### src/common/dbg_mem_pkg.sv
package dbg_mem_pkg;

  // --------------------------------------------------
  // sizes
  // --------------------------------------------------
  localparam int nr_harts      = 4;
  localparam int hartsel_w     = 2;
  localparam int data_count    = 2;
  localparam int progbuf_size  = 4;
  localparam int abs_cmd_words = 10;
  localparam int dbg_addr_w    = 12;

  // --------------------------------------------------
  // address map, low 12 bits of the hart address
  // --------------------------------------------------
  // hart event writes
  localparam logic [dbg_addr_w-1:0] halted_addr    = 12'h100;
  localparam logic [dbg_addr_w-1:0] going_addr     = 12'h104;
  localparam logic [dbg_addr_w-1:0] resuming_addr  = 12'h108;
  localparam logic [dbg_addr_w-1:0] exception_addr = 12'h10C;

  // jump slot polled by the park loop
  localparam logic [dbg_addr_w-1:0] whereto_addr   = 12'h300;

  // abstract command program sits right below the program buffer
  localparam logic [dbg_addr_w-1:0] abs_cmd_addr   = 12'h348;
  localparam logic [dbg_addr_w-1:0] abs_cmd_end    = abs_cmd_addr + 12'(4 * abs_cmd_words - 1);
  localparam logic [dbg_addr_w-1:0] progbuf_addr   = 12'h370;
  localparam logic [dbg_addr_w-1:0] progbuf_end    = progbuf_addr + 12'(4 * progbuf_size - 1);
  localparam logic [dbg_addr_w-1:0] data_addr      = 12'h380;
  localparam logic [dbg_addr_w-1:0] data_end       = data_addr + 12'(4 * data_count - 1);

  // one flag byte per hart
  localparam logic [dbg_addr_w-1:0] flags_addr     = 12'h400;
  localparam logic [dbg_addr_w-1:0] flags_end      = 12'h7FF;

  // entry of the resume routine
  localparam logic [dbg_addr_w-1:0] resume_addr    = 12'h808;

  // --------------------------------------------------
  // abstract commands
  // --------------------------------------------------
  typedef struct packed {
    logic [7:0]  cmdtype;
    logic [23:0] control;
  } cmd_t;

  // access register view of cmd_t.control
  typedef struct packed {
    logic        reserved;
    logic [2:0]  aarsize;
    logic        aarpostincrement;
    logic        postexec;
    logic        transfer;
    logic        write;
    logic [15:0] regno;
  } ac_ar_cmd_t;

  localparam logic [7:0] cmdtype_access_reg = 8'd0;

  typedef enum logic [2:0] {
    cmderr_none          = 3'd0,
    cmderr_not_supported = 3'd2,
    cmderr_exception     = 3'd3,
    cmderr_halt_resume   = 3'd4
  } cmderr_e;

  // --------------------------------------------------
  // instruction encodings
  // --------------------------------------------------
  // jal x0, imm (imm is a byte offset)
  function automatic logic [31:0] jal_x0(logic [20:0] imm);
    return {imm[20], imm[10:1], imm[11], imm[19:12], 5'd0, 7'h6f};
  endfunction

  // lw rd, data_addr(x0)
  function automatic logic [31:0] load_w(logic [4:0] rd);
    return {data_addr, 5'd0, 3'b010, rd, 7'h03};
  endfunction

  // sw rs2, data_addr(x0)
  function automatic logic [31:0] store_w(logic [4:0] rs2);
    return {data_addr[11:5], rs2, 5'd0, 3'b010, data_addr[4:0], 7'h23};
  endfunction

  function automatic logic [31:0] ebreak();
    return 32'h0010_0073;
  endfunction

  // addi x0, x0, 0
  function automatic logic [31:0] nop();
    return 32'h0000_0013;
  endfunction

  function automatic logic [31:0] illegal();
    return 32'h0000_0000;
  endfunction

endpackage

### src/dbg_cmd_fsm.sv
`timescale 1ns/1ps

module dbg_cmd_fsm (
  input  logic                 clk_i,
  input  logic                 rst_ni,
  input  logic                 cmd_valid_i,
  input  logic                 unsupported_i,
  // status of the selected hart
  input  logic                 halted_sel_i,
  input  logic                 resuming_sel_i,
  input  logic                 haltreq_sel_i,
  input  logic                 resumereq_sel_i,
  // hart event pulses
  input  logic                 going_i,
  input  logic                 halted_event_sel_i,
  input  logic                 exception_i,
  output logic                 go_o,
  output logic                 resume_o,
  output logic                 cmdbusy_o,
  output logic                 cmderror_valid_o,
  output dbg_mem_pkg::cmderr_e cmderror_o
);

  typedef enum logic [1:0] {st_idle, st_go, st_resume, st_exec} state_e;

  state_e state_d, state_q;

  always_comb begin
    state_d          = state_q;
    go_o             = 1'b0;
    resume_o         = 1'b0;
    cmdbusy_o        = 1'b1;
    cmderror_valid_o = 1'b0;
    cmderror_o       = dbg_mem_pkg::cmderr_none;

    unique case (state_q)
      st_idle: begin
        cmdbusy_o = 1'b0;
        if (cmd_valid_i && halted_sel_i && !unsupported_i) begin
          state_d = st_go;
        end else if (cmd_valid_i) begin
          // commands only run on a halted hart
          cmderror_valid_o = 1'b1;
          cmderror_o       = dbg_mem_pkg::cmderr_halt_resume;
        end
        // resume is ignored while a halt is requested or the last ack is pending
        if (resumereq_sel_i && !resuming_sel_i && !haltreq_sel_i && halted_sel_i) begin
          state_d = st_resume;
        end
      end
      st_go: begin
        // flag byte tells the hart to jump via whereto
        go_o = 1'b1;
        if (going_i) begin
          state_d = st_exec;
        end
      end
      st_resume: begin
        resume_o = 1'b1;
        if (resuming_sel_i) begin
          state_d = st_idle;
        end
      end
      st_exec: begin
        // program ends with ebreak, hart parks and reports halted again
        if (halted_event_sel_i) begin
          state_d = st_idle;
        end
      end
      default: state_d = st_idle;
    endcase

    // reported once, on the command itself
    if (unsupported_i && cmd_valid_i) begin
      cmderror_valid_o = 1'b1;
      cmderror_o       = dbg_mem_pkg::cmderr_not_supported;
    end
    if (exception_i) begin
      cmderror_valid_o = 1'b1;
      cmderror_o       = dbg_mem_pkg::cmderr_exception;
    end
  end

  always_ff @(posedge clk_i or negedge rst_ni) begin
    if (!rst_ni) begin
      state_q <= st_idle;
    end else begin
      state_q <= state_d;
    end
  end

  // harts only report going after they saw the go flag
  a_going_in_go: assert property (@(posedge clk_i) disable iff (!rst_ni)
    going_i |-> go_o);

  // debugger waits for busy to drop before the next command
  a_cmd_when_idle: assert property (@(posedge clk_i) disable iff (!rst_ni)
    cmd_valid_i |-> !cmdbusy_o);

endmodule

### src/dbg_hart_status.sv
`timescale 1ns/1ps

module dbg_hart_status (
  input  logic                              clk_i,
  input  logic                              rst_ni,
  input  logic [dbg_mem_pkg::hartsel_w-1:0] hartsel_i,
  // hart named in the written data
  input  logic [dbg_mem_pkg::hartsel_w-1:0] hart_idx_i,
  input  logic                              halted_set_i,
  input  logic                              resuming_set_i,
  input  logic                              clear_resumeack_i,
  output logic [dbg_mem_pkg::nr_harts-1:0]  halted_o,
  output logic [dbg_mem_pkg::nr_harts-1:0]  resuming_o
);

  logic [dbg_mem_pkg::nr_harts-1:0] halted_d, resuming_d;

  always_comb begin
    halted_d   = halted_o;
    resuming_d = resuming_o;
    // debugger acks the resume of the selected hart
    if (clear_resumeack_i) begin
      resuming_d[hartsel_i] = 1'b0;
    end
    if (halted_set_i) begin
      halted_d[hart_idx_i] = 1'b1;
    end
    // hart left the park loop
    if (resuming_set_i) begin
      halted_d[hart_idx_i]   = 1'b0;
      resuming_d[hart_idx_i] = 1'b1;
    end
  end

  always_ff @(posedge clk_i or negedge rst_ni) begin
    if (!rst_ni) begin
      halted_o   <= '0;
      resuming_o <= '0;
    end else begin
      halted_o   <= halted_d;
      resuming_o <= resuming_d;
    end
  end

  // only a parked hart can report that it resumes
  a_resume_from_halt: assert property (@(posedge clk_i) disable iff (!rst_ni)
    resuming_set_i |-> halted_o[hart_idx_i]);

endmodule

### src/dbg_abstract_cmd.sv
`timescale 1ns/1ps

module dbg_abstract_cmd (
  input  dbg_mem_pkg::cmd_t cmd_i,
  input  logic [3:0]        word_idx_i,
  output logic [31:0]       word_o,
  output logic              unsupported_o
);

  dbg_mem_pkg::ac_ar_cmd_t ac_ar;
  logic [31:0]             prog [dbg_mem_pkg::abs_cmd_words];
  logic                    gpr_ok;

  assign ac_ar = dbg_mem_pkg::ac_ar_cmd_t'(cmd_i.control);

  // 32-bit integer register, regno 0x1000..0x101f
  assign gpr_ok = (ac_ar.regno[15:14] == 2'b00) && ac_ar.regno[12] && !ac_ar.regno[5];

  always_comb begin
    unsupported_o = 1'b0;
    // default program traps straight away
    prog[0] = dbg_mem_pkg::illegal();
    for (int i = 1; i < dbg_mem_pkg::abs_cmd_words - 1; i++) begin
      prog[i] = dbg_mem_pkg::nop();
    end
    prog[dbg_mem_pkg::abs_cmd_words-1] = dbg_mem_pkg::ebreak();

    // --------------------------------------------------
    // access register
    // --------------------------------------------------
    if (cmd_i.cmdtype == dbg_mem_pkg::cmdtype_access_reg &&
        ac_ar.aarsize == 3'd2 && !ac_ar.aarpostincrement &&
        (!ac_ar.transfer || gpr_ok)) begin
      if (ac_ar.transfer) begin
        prog[0] = dbg_mem_pkg::nop();
        // write moves data0 into the register, read the other way
        if (ac_ar.write) begin
          prog[1] = dbg_mem_pkg::load_w(ac_ar.regno[4:0]);
        end else begin
          prog[1] = dbg_mem_pkg::store_w(ac_ar.regno[4:0]);
        end
      end
      // fall through into the program buffer
      if (ac_ar.postexec) begin
        prog[dbg_mem_pkg::abs_cmd_words-1] = dbg_mem_pkg::nop();
      end
    end else begin
      // leave at once
      prog[0]       = dbg_mem_pkg::ebreak();
      unsupported_o = 1'b1;
    end
  end

  // out of range words read as zero
  assign word_o = (word_idx_i < 4'(dbg_mem_pkg::abs_cmd_words)) ? prog[word_idx_i] : '0;

endmodule

### src/dbg_mem_port.sv
`timescale 1ns/1ps

module dbg_mem_port (
  input  logic                                       clk_i,
  input  logic                                       rst_ni,
  // hart side sram port
  input  logic                                       req_i,
  input  logic                                       we_i,
  input  logic [31:0]                                addr_i,
  input  logic [31:0]                                wdata_i,
  input  logic [3:0]                                 be_i,
  output logic [31:0]                                rdata_o,
  // debugger side
  input  logic [dbg_mem_pkg::data_count-1:0][31:0]   data_i,
  input  logic [dbg_mem_pkg::progbuf_size-1:0][31:0] progbuf_i,
  input  dbg_mem_pkg::cmd_t                          cmd_i,
  input  logic [dbg_mem_pkg::hartsel_w-1:0]          hartsel_i,
  output logic [dbg_mem_pkg::data_count-1:0][31:0]   data_o,
  output logic                                       data_valid_o,
  // command state
  input  logic                                       cmdbusy_i,
  input  logic                                       go_i,
  input  logic                                       resume_i,
  input  logic [dbg_mem_pkg::nr_harts-1:0]           resumereq_i,
  // abstract command program lookup
  input  logic [31:0]                                abs_word_i,
  output logic [3:0]                                 abs_idx_o,
  // hart event pulses
  output logic [dbg_mem_pkg::hartsel_w-1:0]          hart_idx_o,
  output logic                                       halted_set_o,
  output logic                                       resuming_set_o,
  output logic                                       going_o,
  output logic                                       exception_o
);

  localparam int data_idx_w = $clog2(dbg_mem_pkg::data_count);
  localparam int pb_idx_w   = $clog2(dbg_mem_pkg::progbuf_size);

  dbg_mem_pkg::ac_ar_cmd_t                ac_ar;
  logic [dbg_mem_pkg::dbg_addr_w-1:0] addr;
  logic [dbg_mem_pkg::dbg_addr_w-1:0] data_off, pb_off, abs_off;
  logic [dbg_mem_pkg::dbg_addr_w-1:0] flag_word;
  logic [31:0]                        rdata_d, rdata_q;

  assign addr       = addr_i[dbg_mem_pkg::dbg_addr_w-1:0];
  assign ac_ar      = dbg_mem_pkg::ac_ar_cmd_t'(cmd_i.control);
  // harts write their own id with the event
  assign hart_idx_o = wdata_i[dbg_mem_pkg::hartsel_w-1:0];

  // window offsets
  assign data_off   = addr - dbg_mem_pkg::data_addr;
  assign pb_off     = addr - dbg_mem_pkg::progbuf_addr;
  assign abs_off    = addr - dbg_mem_pkg::abs_cmd_addr;
  assign abs_idx_o  = abs_off[5:2];
  assign flag_word  = {addr[dbg_mem_pkg::dbg_addr_w-1:2], 2'b00} - dbg_mem_pkg::flags_addr;

  // --------------------------------------------------
  // hart writes
  // --------------------------------------------------
  always_comb begin
    halted_set_o   = 1'b0;
    resuming_set_o = 1'b0;
    going_o        = 1'b0;
    exception_o    = 1'b0;
    data_valid_o   = 1'b0;
    data_o         = data_i;
    if (req_i && we_i) begin
      case (addr) inside
        dbg_mem_pkg::halted_addr:    halted_set_o   = 1'b1;
        dbg_mem_pkg::going_addr:     going_o        = 1'b1;
        dbg_mem_pkg::resuming_addr:  resuming_set_o = 1'b1;
        dbg_mem_pkg::exception_addr: exception_o    = 1'b1;
        [dbg_mem_pkg::data_addr:dbg_mem_pkg::data_end]: begin
          data_valid_o = 1'b1;
          // enabled bytes over the debugger's copy
          for (int i = 0; i < 4; i++) begin
            if (be_i[i]) begin
              data_o[data_off[2 +: data_idx_w]][i*8 +: 8] = wdata_i[i*8 +: 8];
            end
          end
        end
        default: ;
      endcase
    end
  end

  // --------------------------------------------------
  // hart reads
  // --------------------------------------------------
  always_comb begin
    rdata_d = rdata_q;
    if (req_i && !we_i) begin
      rdata_d = '0;
      case (addr) inside
        dbg_mem_pkg::whereto_addr: begin
          if (resumereq_i[hart_idx_o]) begin
            rdata_d = dbg_mem_pkg::jal_x0(21'(dbg_mem_pkg::resume_addr) -
                                          21'(dbg_mem_pkg::whereto_addr));
          end
          if (cmdbusy_i) begin
            // no transfer plus postexec skips the command program
            if (cmd_i.cmdtype == dbg_mem_pkg::cmdtype_access_reg &&
                !ac_ar.transfer && ac_ar.postexec) begin
              rdata_d = dbg_mem_pkg::jal_x0(21'(dbg_mem_pkg::progbuf_addr) -
                                            21'(dbg_mem_pkg::whereto_addr));
            end else begin
              rdata_d = dbg_mem_pkg::jal_x0(21'(dbg_mem_pkg::abs_cmd_addr) -
                                            21'(dbg_mem_pkg::whereto_addr));
            end
          end
        end
        [dbg_mem_pkg::data_addr:dbg_mem_pkg::data_end]:
          rdata_d = data_i[data_off[2 +: data_idx_w]];
        [dbg_mem_pkg::progbuf_addr:dbg_mem_pkg::progbuf_end]:
          rdata_d = progbuf_i[pb_off[2 +: pb_idx_w]];
        [dbg_mem_pkg::abs_cmd_addr:dbg_mem_pkg::abs_cmd_end]:
          rdata_d = abs_word_i;
        // harts poll here, only the selected one sees go or resume
        [dbg_mem_pkg::flags_addr:dbg_mem_pkg::flags_end]: begin
          // all four flag bytes share the word at flags_addr
          if (flag_word == '0) begin
            rdata_d[8*hartsel_i[1:0] +: 8] = {6'b0, resume_i, go_i};
          end
        end
        default: ;
      endcase
    end
  end

  always_ff @(posedge clk_i or negedge rst_ni) begin
    if (!rst_ni) begin
      rdata_q <= '0;
    end else begin
      rdata_q <= rdata_d;
    end
  end

  assign rdata_o = rdata_q;

endmodule

### src/dbg_mem_top.sv
`timescale 1ns/1ps

module dbg_mem_top (
  input  logic                                       clk_i,
  input  logic                                       rst_ni,
  // hart side sram port
  input  logic                                       req_i,
  input  logic                                       we_i,
  input  logic [31:0]                                addr_i,
  input  logic [31:0]                                wdata_i,
  input  logic [3:0]                                 be_i,
  output logic [31:0]                                rdata_o,
  // debugger side
  input  logic [19:0]                                hartsel_i,
  input  logic [dbg_mem_pkg::nr_harts-1:0]           haltreq_i,
  input  logic [dbg_mem_pkg::nr_harts-1:0]           resumereq_i,
  input  logic                                       clear_resumeack_i,
  input  logic                                       cmd_valid_i,
  input  dbg_mem_pkg::cmd_t                          cmd_i,
  input  logic [dbg_mem_pkg::data_count-1:0][31:0]   data_i,
  input  logic [dbg_mem_pkg::progbuf_size-1:0][31:0] progbuf_i,
  output logic [dbg_mem_pkg::nr_harts-1:0]           debug_req_o,
  output logic [dbg_mem_pkg::nr_harts-1:0]           halted_o,
  output logic [dbg_mem_pkg::nr_harts-1:0]           resuming_o,
  output logic [dbg_mem_pkg::data_count-1:0][31:0]   data_o,
  output logic                                       data_valid_o,
  output logic                                       cmderror_valid_o,
  output dbg_mem_pkg::cmderr_e                       cmderror_o,
  output logic                                       cmdbusy_o
);

  logic [dbg_mem_pkg::hartsel_w-1:0] hartsel, hart_idx;
  logic        halted_set, resuming_set, going, exception;
  logic        go, resume, unsupported;
  logic [3:0]  abs_idx;
  logic [31:0] abs_word;
  // selected hart view
  logic        halted_sel, resuming_sel, haltreq_sel, resumereq_sel, halted_event_sel;

  assign debug_req_o      = haltreq_i;
  assign hartsel          = hartsel_i[dbg_mem_pkg::hartsel_w-1:0];
  assign halted_sel       = halted_o[hartsel];
  assign resuming_sel     = resuming_o[hartsel];
  assign haltreq_sel      = haltreq_i[hartsel];
  assign resumereq_sel    = resumereq_i[hartsel];
  assign halted_event_sel = halted_set && (hart_idx == hartsel);

  dbg_cmd_fsm u_fsm (
    .clk_i              (clk_i),
    .rst_ni             (rst_ni),
    .cmd_valid_i        (cmd_valid_i),
    .unsupported_i      (unsupported),
    .halted_sel_i       (halted_sel),
    .resuming_sel_i     (resuming_sel),
    .haltreq_sel_i      (haltreq_sel),
    .resumereq_sel_i    (resumereq_sel),
    .going_i            (going),
    .halted_event_sel_i (halted_event_sel),
    .exception_i        (exception),
    .go_o               (go),
    .resume_o           (resume),
    .cmdbusy_o          (cmdbusy_o),
    .cmderror_valid_o   (cmderror_valid_o),
    .cmderror_o         (cmderror_o)
  );

  dbg_hart_status u_status (
    .clk_i             (clk_i),
    .rst_ni            (rst_ni),
    .hartsel_i         (hartsel),
    .hart_idx_i        (hart_idx),
    .halted_set_i      (halted_set),
    .resuming_set_i    (resuming_set),
    .clear_resumeack_i (clear_resumeack_i),
    .halted_o          (halted_o),
    .resuming_o        (resuming_o)
  );

  dbg_abstract_cmd u_abs (
    .cmd_i         (cmd_i),
    .word_idx_i    (abs_idx),
    .word_o        (abs_word),
    .unsupported_o (unsupported)
  );

  dbg_mem_port u_port (
    .clk_i          (clk_i),
    .rst_ni         (rst_ni),
    .req_i          (req_i),
    .we_i           (we_i),
    .addr_i         (addr_i),
    .wdata_i        (wdata_i),
    .be_i           (be_i),
    .rdata_o        (rdata_o),
    .data_i         (data_i),
    .progbuf_i      (progbuf_i),
    .cmd_i          (cmd_i),
    .hartsel_i      (hartsel),
    .data_o         (data_o),
    .data_valid_o   (data_valid_o),
    .cmdbusy_i      (cmdbusy_o),
    .go_i           (go),
    .resume_i       (resume),
    .resumereq_i    (resumereq_i),
    .abs_word_i     (abs_word),
    .abs_idx_o      (abs_idx),
    .hart_idx_o     (hart_idx),
    .halted_set_o   (halted_set),
    .resuming_set_o (resuming_set),
    .going_o        (going),
    .exception_o    (exception)
  );

endmodule

### config.mk
export PLATFORM = sky130hd
export DESIGN_NAME = dbg_mem_top
export DESIGN_NICKNAME = d
export VERILOG_FILES = /design/src/common/dbg_mem_pkg.sv /design/src/dbg_cmd_fsm.sv /design/src/dbg_hart_status.sv /design/src/dbg_abstract_cmd.sv /design/src/dbg_mem_port.sv /design/src/dbg_mem_top.sv
export SDC_FILE = /design/constraint.sdc
export NUM_CORES = 1
export LEC_CHECK = 0
export ABC_AREA = 1
export BUFFER_PORTS_ARGS = -buffer_cell sky130_fd_sc_hd__buf_2
export CAP_MARGIN = 10
export CORE_AREA = 2 2 172 174
export DETAILED_ROUTE_END_ITERATION = 6
export DIE_AREA = 0 0 174 176
export SLEW_MARGIN = 40
export SYNTH_ARGS = -nofsm -noshare
export SYNTH_HDL_FRONTEND = slang
export SYNTH_SLANG_ARGS = --single-unit
### constraint.sdc
create_clock -name clk_i -period 2.9 [get_ports clk_i]
set_input_delay 0.725 -clock clk_i [delete_from_list [all_inputs] [get_ports clk_i]]
set_output_delay 0.725 -clock clk_i [all_outputs]
set_load 0.03 [all_outputs]
# Word level (Yosys, flattened, before mapping)
# Index checks and enable logic that the tools add are counted.
# totals
ff_bits	42
romBits	0
elab_cells	206
out_inout_bits	114
mem_count	0
ram_bits	0
latchBits	0
inputBits	326
# op_classes
shifts	2
n_bitwise	8
n_div	0
mul	0
eq_ne	14
muxes	121
addsub	5
n_reduce_logical	35
n_lt_le_gt_ge	17
# op_table
cell	count
64-bit two-way mux	28
32-bit two-way mux	16
64-bit bitwise mux	4
32-bit binary-select mux with 4-bit select	1
32-bit demux with 1-bit select	4
32-bit binary-select mux with 2-bit select	1
12-bit by 9-bit equality test with 1-bit output (second input constant)	4
21-bit two-way mux	2
37-bit two-way mux	1
12-bit by 10-bit >= comparator with 1-bit output (second input constant)	3
12-bit by 10-bit less-or-equal comparator with 1-bit output (second input constant)	3
1-bit two-way mux	36
5-bit negator with 34-bit output	1
8-bit by 34-bit variable shift with 32-bit output (first input constant)	1
8-bit by 34-bit variable part select with 32-bit output	1
32-bit bitwise AND	1
31-bit two-way mux	1
26-bit two-way mux	1
25-bit two-way mux	1
24-bit two-way mux	1
1-bit logical AND	23
16-bit two-way mux	1
4-bit two-way mux	4
3-bit two-way mux	5
35 further kinds	58

# Logic depth before layout (Yosys ltp)
# Gate-level depths: netlist (run 1).
# depth
ltp_word	37
ltp_mapped	16

# Hierarchy
# From an unflattened synthesis (run 1), not the netlist that was laid out.
# hier_totals
hier_cells	1306
area_unflattened_um2	6757.7
# modules_own_cells
module	n_inst	cells_each	area_per_inst_um2	seq_area_each_um2
dbg_mem_port	1	1066	5386.4	800.8
dbg_abstract_cmd	1	95	521.8	0.0
dbg_hart_status	1	45	366.6	200.2
dbg_mem_top	1	60	271.5	0.0
dbg_cmd_fsm	1	40	211.5	50.0

# Worst setup path before layout (run 1)
# OpenSTA, ideal clock, no wires.
# synth_timing
path_type	input port to output port
from	input port addr_i[4]
to	output port data_o[48] (netlist name)
t_arrival_ns	2.938
required_time_ns	2.175
path_slack_ns	-0.763
path_buffers	1
path_stages	8
path_cell_list	inv_1 nand2_1 nor2_1 nand4_1 nor3_4 nand3_1 buf_2 o21ai_0
# synth_lines
item	line	source
start: declaration	dbg_mem_top.sv:9	input logic [31:0] addr_i,
end: declaration	dbg_mem_top.sv:25	output logic [dbg_mem_pkg::data_count-1:0][31:0] data_o,

==> flow_metrics.tcl, run 1 <==
set metrics [dict create \
    outcome "finished, violations left" \
    failed_checks "negative setup slack" \
    report.final.hold_viol_count 0 \
    post-route-util_pct 30.9 \
    drc 0 \
    path_cells "buf_4 > inv_12 > nand2_4 > nor2_4 > nand4_1 > nor3_4 > buf_12 > nand3_1 > buf_6 > nand2_1 > o21ai_2 > buf_4" \
    clockBufferDepth 2 \
    critPathMostFrequentCell "buf_4" \
    grt_max_degree 37 \
    final.period_utilization_pct 103 \
    cp-start-kind "primary input" \
    placementRows 62 \
    final.setup.worst_slack_ns -0.0756 \
    synth_commonest_cells "309 x nand2_1, 100 x o21ai_0, 82 x inv_1" \
    num-nets-final 1669 \
    finalSetupViolCount 57 \
    syn_inst 888 \
    antenna_found_initial 2 \
    leakagePower_nw 4.80 \
    worstSkewPairLatency_ns 0.30 \
    numPlacedInstances 1706 \
    slew_headroom_pct 61.6 \
    ff2ff_setup_slack_ns 1.13 \
    path_max_fanout 16 \
    synthFlopType "dfrtp_1" \
    dr.pass1.iters 5 \
    htreeDepth 2 \
    num_vias 8090 \
    die_y_um 176 \
    p_sw_share_pct 40.6 \
    endpoint_kind "output pin" \
    cp_num_cells 12 \
    start_util_pct 17.5 \
    synth_most_common_cell "nand2_1" \
    seq_power_share_pct 24.6 \
    wire_per_inst_um 18.8 \
    grtUsageMet2_pct 34.7 \
    clkPwrFrac_pct 29.9 \
    grt_use_total_pct 20.2 \
    globalplace.congestion 0.905 \
    crit_arrival_ns 2.25 \
    critPathMaxStageDelay_ns 0.20 \
    r2r_end "u_port.rdata_o[17]$_DFFE_PN0P_" \
    whs_ns 0.384 \
    wl_mm 32.3 \
    die-area_mm2 0.0306 \
    die_w_um 174 \
    yosysWarningCount 0 \
    ant_nets 0 \
    cts_tree "done" \
    r2r_start "u_fsm.state_q[0]$_DFFE_PN0P_" \
    cts_root_buf "clkbuf_16" \
    period_needed_ns 2.98 \
    async_flop_share_pct 100 \
    synth_top_cell_area_share_pct 23.2 \
    maxSlewViolCount 0 \
    cts_hold_buf 0 \
    power_density_mw_per_mm2 299 \
    syn_area_mm2 0.00500 \
    synth_cell_types 35 \
    core-area_mm2 0.0285 \
    worst_pin_slew_ns 0.560 \
    syn-num-nets 1225 \
    path_delay_family "simple AND/OR/NAND/NOR gates" \
    post_route_cells_drive_above_1_share_pct 42.5 \
    dr.first_iter.drc_count 505 \
    fin_skew_ns 0.0113 \
    grt_setup_unrepaired "yes" \
    internal-power_mw 1.57 \
    hp-class "in -> async" \
    io_buffers 393 \
    area_growth_pct 76.4 \
    synth.avg_cell_area_um2 5.63 \
    final_area_mm2 0.00882 \
    cts_made_buffers 5 \
    synth-seq-cells 42 \
    reg2reg_depth 8 \
    layoutNonFillerInstCount 1719 \
    viasPerCell 4.71 \
    grt_busiest_layer "met2" \
    place_area_mm2 0.00820 \
    required_ns 2.17 \
    peakVddDrop_uv 205 \
    power_frac_comb_pct 45.6 \
    grt_pass1_wl_mm 46.5 \
    max_freq_mhz 336 \
    path_class "in -> out" \
    yosysTopAreaCell "nand2_1" \
    seq_area_frac_synth_pct 21.0 \
    grt_util_met1_pct 25.9 \
    overflow 0 \
    grt_pass1_vias 7756 \
    dpl_worst_slack_ns -0.196 \
    synthTopCellsByArea "nand2_1 23%, dfrtp_1 21%, o21ai_0 10%" \
    crit_buf_inv 5 \
    switchingPower_mw 1.07 \
    synth_edf_count 0 \
    path_clk_slew_ns 0.06 \
    ios 440 \
    dpl.hpwl_mm 27.0 \
    max-cap-violations 0 \
    grt_use_met3_pct 3.51 \
    clock-sinks 42 \
    slowest_stage "nor3_4" \
]
per-layer routing:
layer	part of all wire [%]	routed length, um
met5	0	0
met3	6.8	2210
met4	2.6	845
met2	48	15500
met1	43	13800
placed cells by master, fill, tap and decap left out, types with 3 or more instances in the layout:
master,netlist,layout
o21ai_2,0,19
nor3_1,9,9
o211ai_1,4,4
a31oi_1,12,12
dfrtp_1,42,42
o21ai_0,100,41
nor2_2,0,3
ha_1,11,11
clkinv_1,6,6
mux2i_1,7,7
o22ai_1,29,29
clkbuf_16,0,5
nand2_1,309,291
nor2_1,70,64
buf_6,0,20
nand4_1,18,18
buf_2,10,326
a21oi_1,36,36
o21ai_4,0,15
inv_2,1,3
nor2_4,2,5
a22oi_1,20,20
buf_4,5,128
nand2_2,0,16
or2_2,5,5
o21ai_1,6,31
inv_1,82,76
nand3_2,0,4
buf_12,0,5
nand3_1,60,55
power groups by stage:
stage | clock (mW) | combinational, mW | sequential, mW
2_1_floorplan | 0 | 0.557 | 0.692
3_3_place_gp | 0 | 1.13 | 0.656
3_5_place_dp | 0 | 1.14 | 0.657
4_1_cts | 0.804 | 1.18 | 0.647
5_1_grt | 0.824 | 1.30 | 0.652
6_report | 0.788 | 1.20 | 0.647
state kept, by name, indices dropped and copies added (netlist names):
register             cells
u_status.halted_o        4
u_fsm.state_q            2
u_port.rdata_o          32
u_status.resuming_o      4
cell type report:
type / count / area (um2)
flip-flops and latches: 42 / 1050
inverters: 89 / 367
diodes: 2 / 5.00
clock buffers: 5 / 125
repair buffers: 480 / 2930
fillers: 3281 / 19700
clock inverters: 3 / 68.8
well taps: 384 / 480
multi-input cells: 714 / 3790
worst register-to-register path: cells and delay by family, from the launching register on:
family | cells | cell delay [ns]
DFF | 1 | 0.43
buffers and inverters | 2 | 0.32
and+or+nand+nor | 3 | 0.35
AOI/OAI and AO/OA | 3 | 0.59
through the flow:
| stage | setup TNS, ns | total power [mW] |
|---|---|---|
| CTS | -2.29 | 2.63 |
| global placement | -7.29 | 1.78 |
| floorplan | -26.43 | 1.25 |
| finish | -2.27 | 2.64 |
| global route | -9.23 | 2.78 |
| detailed placement | -8.31 | 1.80 |
logic make-up (layout without fill, tap and decap cells):
family          count (synthesis)  count (layout)  share of synthesized area [%]
simple gates                  479             479                           39.7
compound gates                216             216                           24.4
buf+inv                       132             577                           10.5
other cells                     0               2                              0
xor+xnor                        1               1                          0.175
fa+ha+maj                      11              11                           2.75
flops                          42              42                           21.0
mux                             7               7                           1.40
what timing repair did:
item	in CTS	in global routing
resized for setup	88	48
pin swaps	2	1
setup endpoints to repair	66	68
setup buffers	2	0
gates cloned	1	0
worst max-delay path by stage:
stage          slack (ns)          to        from
2_1_floorplan       -0.47  data_o[10]  addr_i[11]
3_3_place_gp        -0.19  data_o[57]   addr_i[5]
3_5_place_dp        -0.20   data_o[7]   addr_i[6]
4_1_cts             -0.07  data_o[51]  addr_i[11]
5_1_grt             -0.18  data_o[62]   addr_i[5]
6_report            -0.08  data_o[41]  addr_i[11]
Note: power is estimated with default switching activity, not from simulation.
==> inputs of run 2 (changes only) <==
- GPL_TIMING_DRIVEN: not set -> 0
- HOLD_SLACK_MARGIN: not set -> 0.08
==> flow_metrics.tcl, run 2 (synthesis results as in run 1) <==
set metrics [dict create \
    outcome "finished, violations left" \
    failed_checks "negative setup slack" \
    hp-class "in -> async" \
    die_y_um 176 \
    grt_pass1_wl_mm 50.0 \
    clkPwrFrac_pct 24.2 \
    worstSkewPairLatency_ns 0.30 \
    globalplace.congestion 0.905 \
    seq_power_share_pct 25.4 \
    largest_register_ff_count 32 \
    dpl.hpwl_mm 28.0 \
    cts_tree "done" \
    path_class "in -> out" \
    regArea_mm2 0.00105 \
    dr.pass1.iters 5 \
    finalSetupViolCount 66 \
    wire_per_inst_um 20.7 \
    crit_arrival_ns 2.35 \
    clockBufferDepth 2 \
    post-route-util_pct 33.3 \
    core-area_mm2 0.0285 \
    clock-sinks 42 \
    overflow 0 \
    r2r_start "u_fsm.state_q[1]$_DFFE_PN0P_" \
    final.setup.worst_slack_ns -0.178 \
    num_vias 8154 \
    period_needed_ns 3.08 \
    reg2reg_depth 8 \
    viasPerCell 4.76 \
    multi_input_area_mm2 0.00432 \
    area_growth_pct 90.2 \
    htreeDepth 2 \
    grt_pass1_vias 8115 \
    endpoint_kind "output pin" \
    cp-start-kind "primary input" \
    grt_max_degree 43 \
    placementRows 62 \
    start_util_pct 17.5 \
    ant_nets 0 \
    drc 0 \
    power_density_mw_per_mm2 268 \
    worst_pin_slew_ns 0.852 \
    layout_common_cells "324 x buf_2, 264 x nand2_1, 83 x buf_6, 77 x inv_1, 63 x nor2_1" \
    grt_use_total_pct 21.7 \
    final_common_cell "buf_2" \
    final.period_utilization_pct 106 \
    highest_layer "met5" \
    p_sw_share_pct 43.6 \
    required_ns 2.17 \
    power_frac_comb_pct 50.4 \
    wl_mm 35.4 \
    max-cap-violations 0 \
    cts_root_buf "clkbuf_16" \
    num-nets-final 1661 \
    wl_met3_mm 1.95 \
    path_max_fanout 8 \
    die_w_um 174 \
    post_route_cells_drive_above_1_share_pct 45.4 \
    dr.first_iter.drc_count 446 \
    switchingPower_mw 1.11 \
    slew_headroom_pct 42.7 \
    met2_length_mm 17.3 \
    cts_made_buffers 5 \
    grt_setup_unrepaired "yes" \
    io_buffers 393 \
    ff2ff_setup_slack_ns 1.15 \
    leakagePower_nw 4.88 \
    dpl_worst_slack_ns -1.35 \
    wl_met1_mm 15.1 \
    internal-power_mw 1.44 \
    r2r_end "u_port.rdata_o[24]$_DFFE_PN0P_" \
    die-area_mm2 0.0306 \
    antenna_found_initial 4 \
    whs_ns 0.422 \
    maxSlewViolCount 0 \
    peakVddDrop_uv 258 \
    report.final.hold_viol_count 0 \
    max_freq_mhz 325 \
    finalPower_mw 2.55 \
    ios 440 \
    fin_skew_ns 0.0108 \
    nFillCells 3181 \
    path_clk_slew_ns 0.08 \
]
## run 2: cell count changes in the layout (fill, tap and decap cells not counted), sizes merged
cell / before / now
inv: 83 / 82
clkbuf: 5 / 31
clkinv: 7 / 5
bufinv: 2 / 0
buf: 480 / 447
clkinvlp: 0 / 4
diode: 2 / 3
## run 2: per-stage QoR
stage / TNS, ns / std cells / area (um2)
finish: -6.59 / 1712 / 9510
global route: -11.07 / 1711 / 9510
CTS: -8.87 / 1702 / 8940
detailed placement: -90.98 / 1665 / 7710
global placement: -90.53 / 1665 / 7710
floorplan: -26.43 / 888 / 5260
## run 2: how the worst max path moves through the flow
stage | from | end | slack [ns] | depth (start not counted)
after floorplan | addr_i[11] | data_o[10] | -0.47 | 8
after global placement | addr_i[11] | data_o[23] | -1.35 | 10
after detailed placement | addr_i[11] | data_o[7] | -1.35 | 11
after CTS | addr_i[5] | data_o[35] | -0.20 | 12
after global routing | addr_i[4] | data_o[2] | -0.26 | 11
final | addr_i[3] | data_o[2] | -0.18 | 9
## run 2: final cells by class
cell class,count,share of cell area (%)
clock buffers,6,1.46
well taps,384,5.05
diodes,3,0.0789
multi-input cells,714,45.4
flip-flops and latches,42,11.0
clock inverters,2,0.132
inverters,89,4.00
plain buffers,41,2.96
repair buffers,431,29.9
## run 2: power groups by stage
| stage | sequential (mW) | clock (mW) | combinational (mW) |
|---|---|---|---|
| after floorplan | 0.692 | 0 | 0.557 |
| after global placement | 0.656 | 0 | 1.10 |
| after detailed placement | 0.657 | 0 | 1.11 |
| after CTS | 0.647 | 0.622 | 1.21 |
| after global routing | 0.653 | 0.639 | 1.38 |
| final | 0.647 | 0.616 | 1.28 |
## run 2: worst max-delay path, stage by stage
cell	delay [ns]
buf_2	0.17
nor2_4	0.12
nand4_1	0.17
nor3_4	0.27
buf_6	0.21
nand3_4	0.16
buf_16	0.20
o21ai_4	0.17
buf_6	0.15
## run 2: metal layers
layer | vias up | track usage, %
li1 | 3849 | -
met1 | 3890 | 27.5
met2 | 364 | 38.4
met3 | 49 | 3.10
met4 | 2 | 6.34
met5 | - | 0
## run 2: what timing repair did
| action | in CTS | in global routing |
|---|---|---|
| pin swaps | 4 | 12 |
| setup endpoints to repair | 87 | 73 |
| hold buffers | 0 | 0 |
| setup buffers | 23 | 8 |
| gates resized for setup | 233 | 123 |
| gates cloned | 7 | 2 |
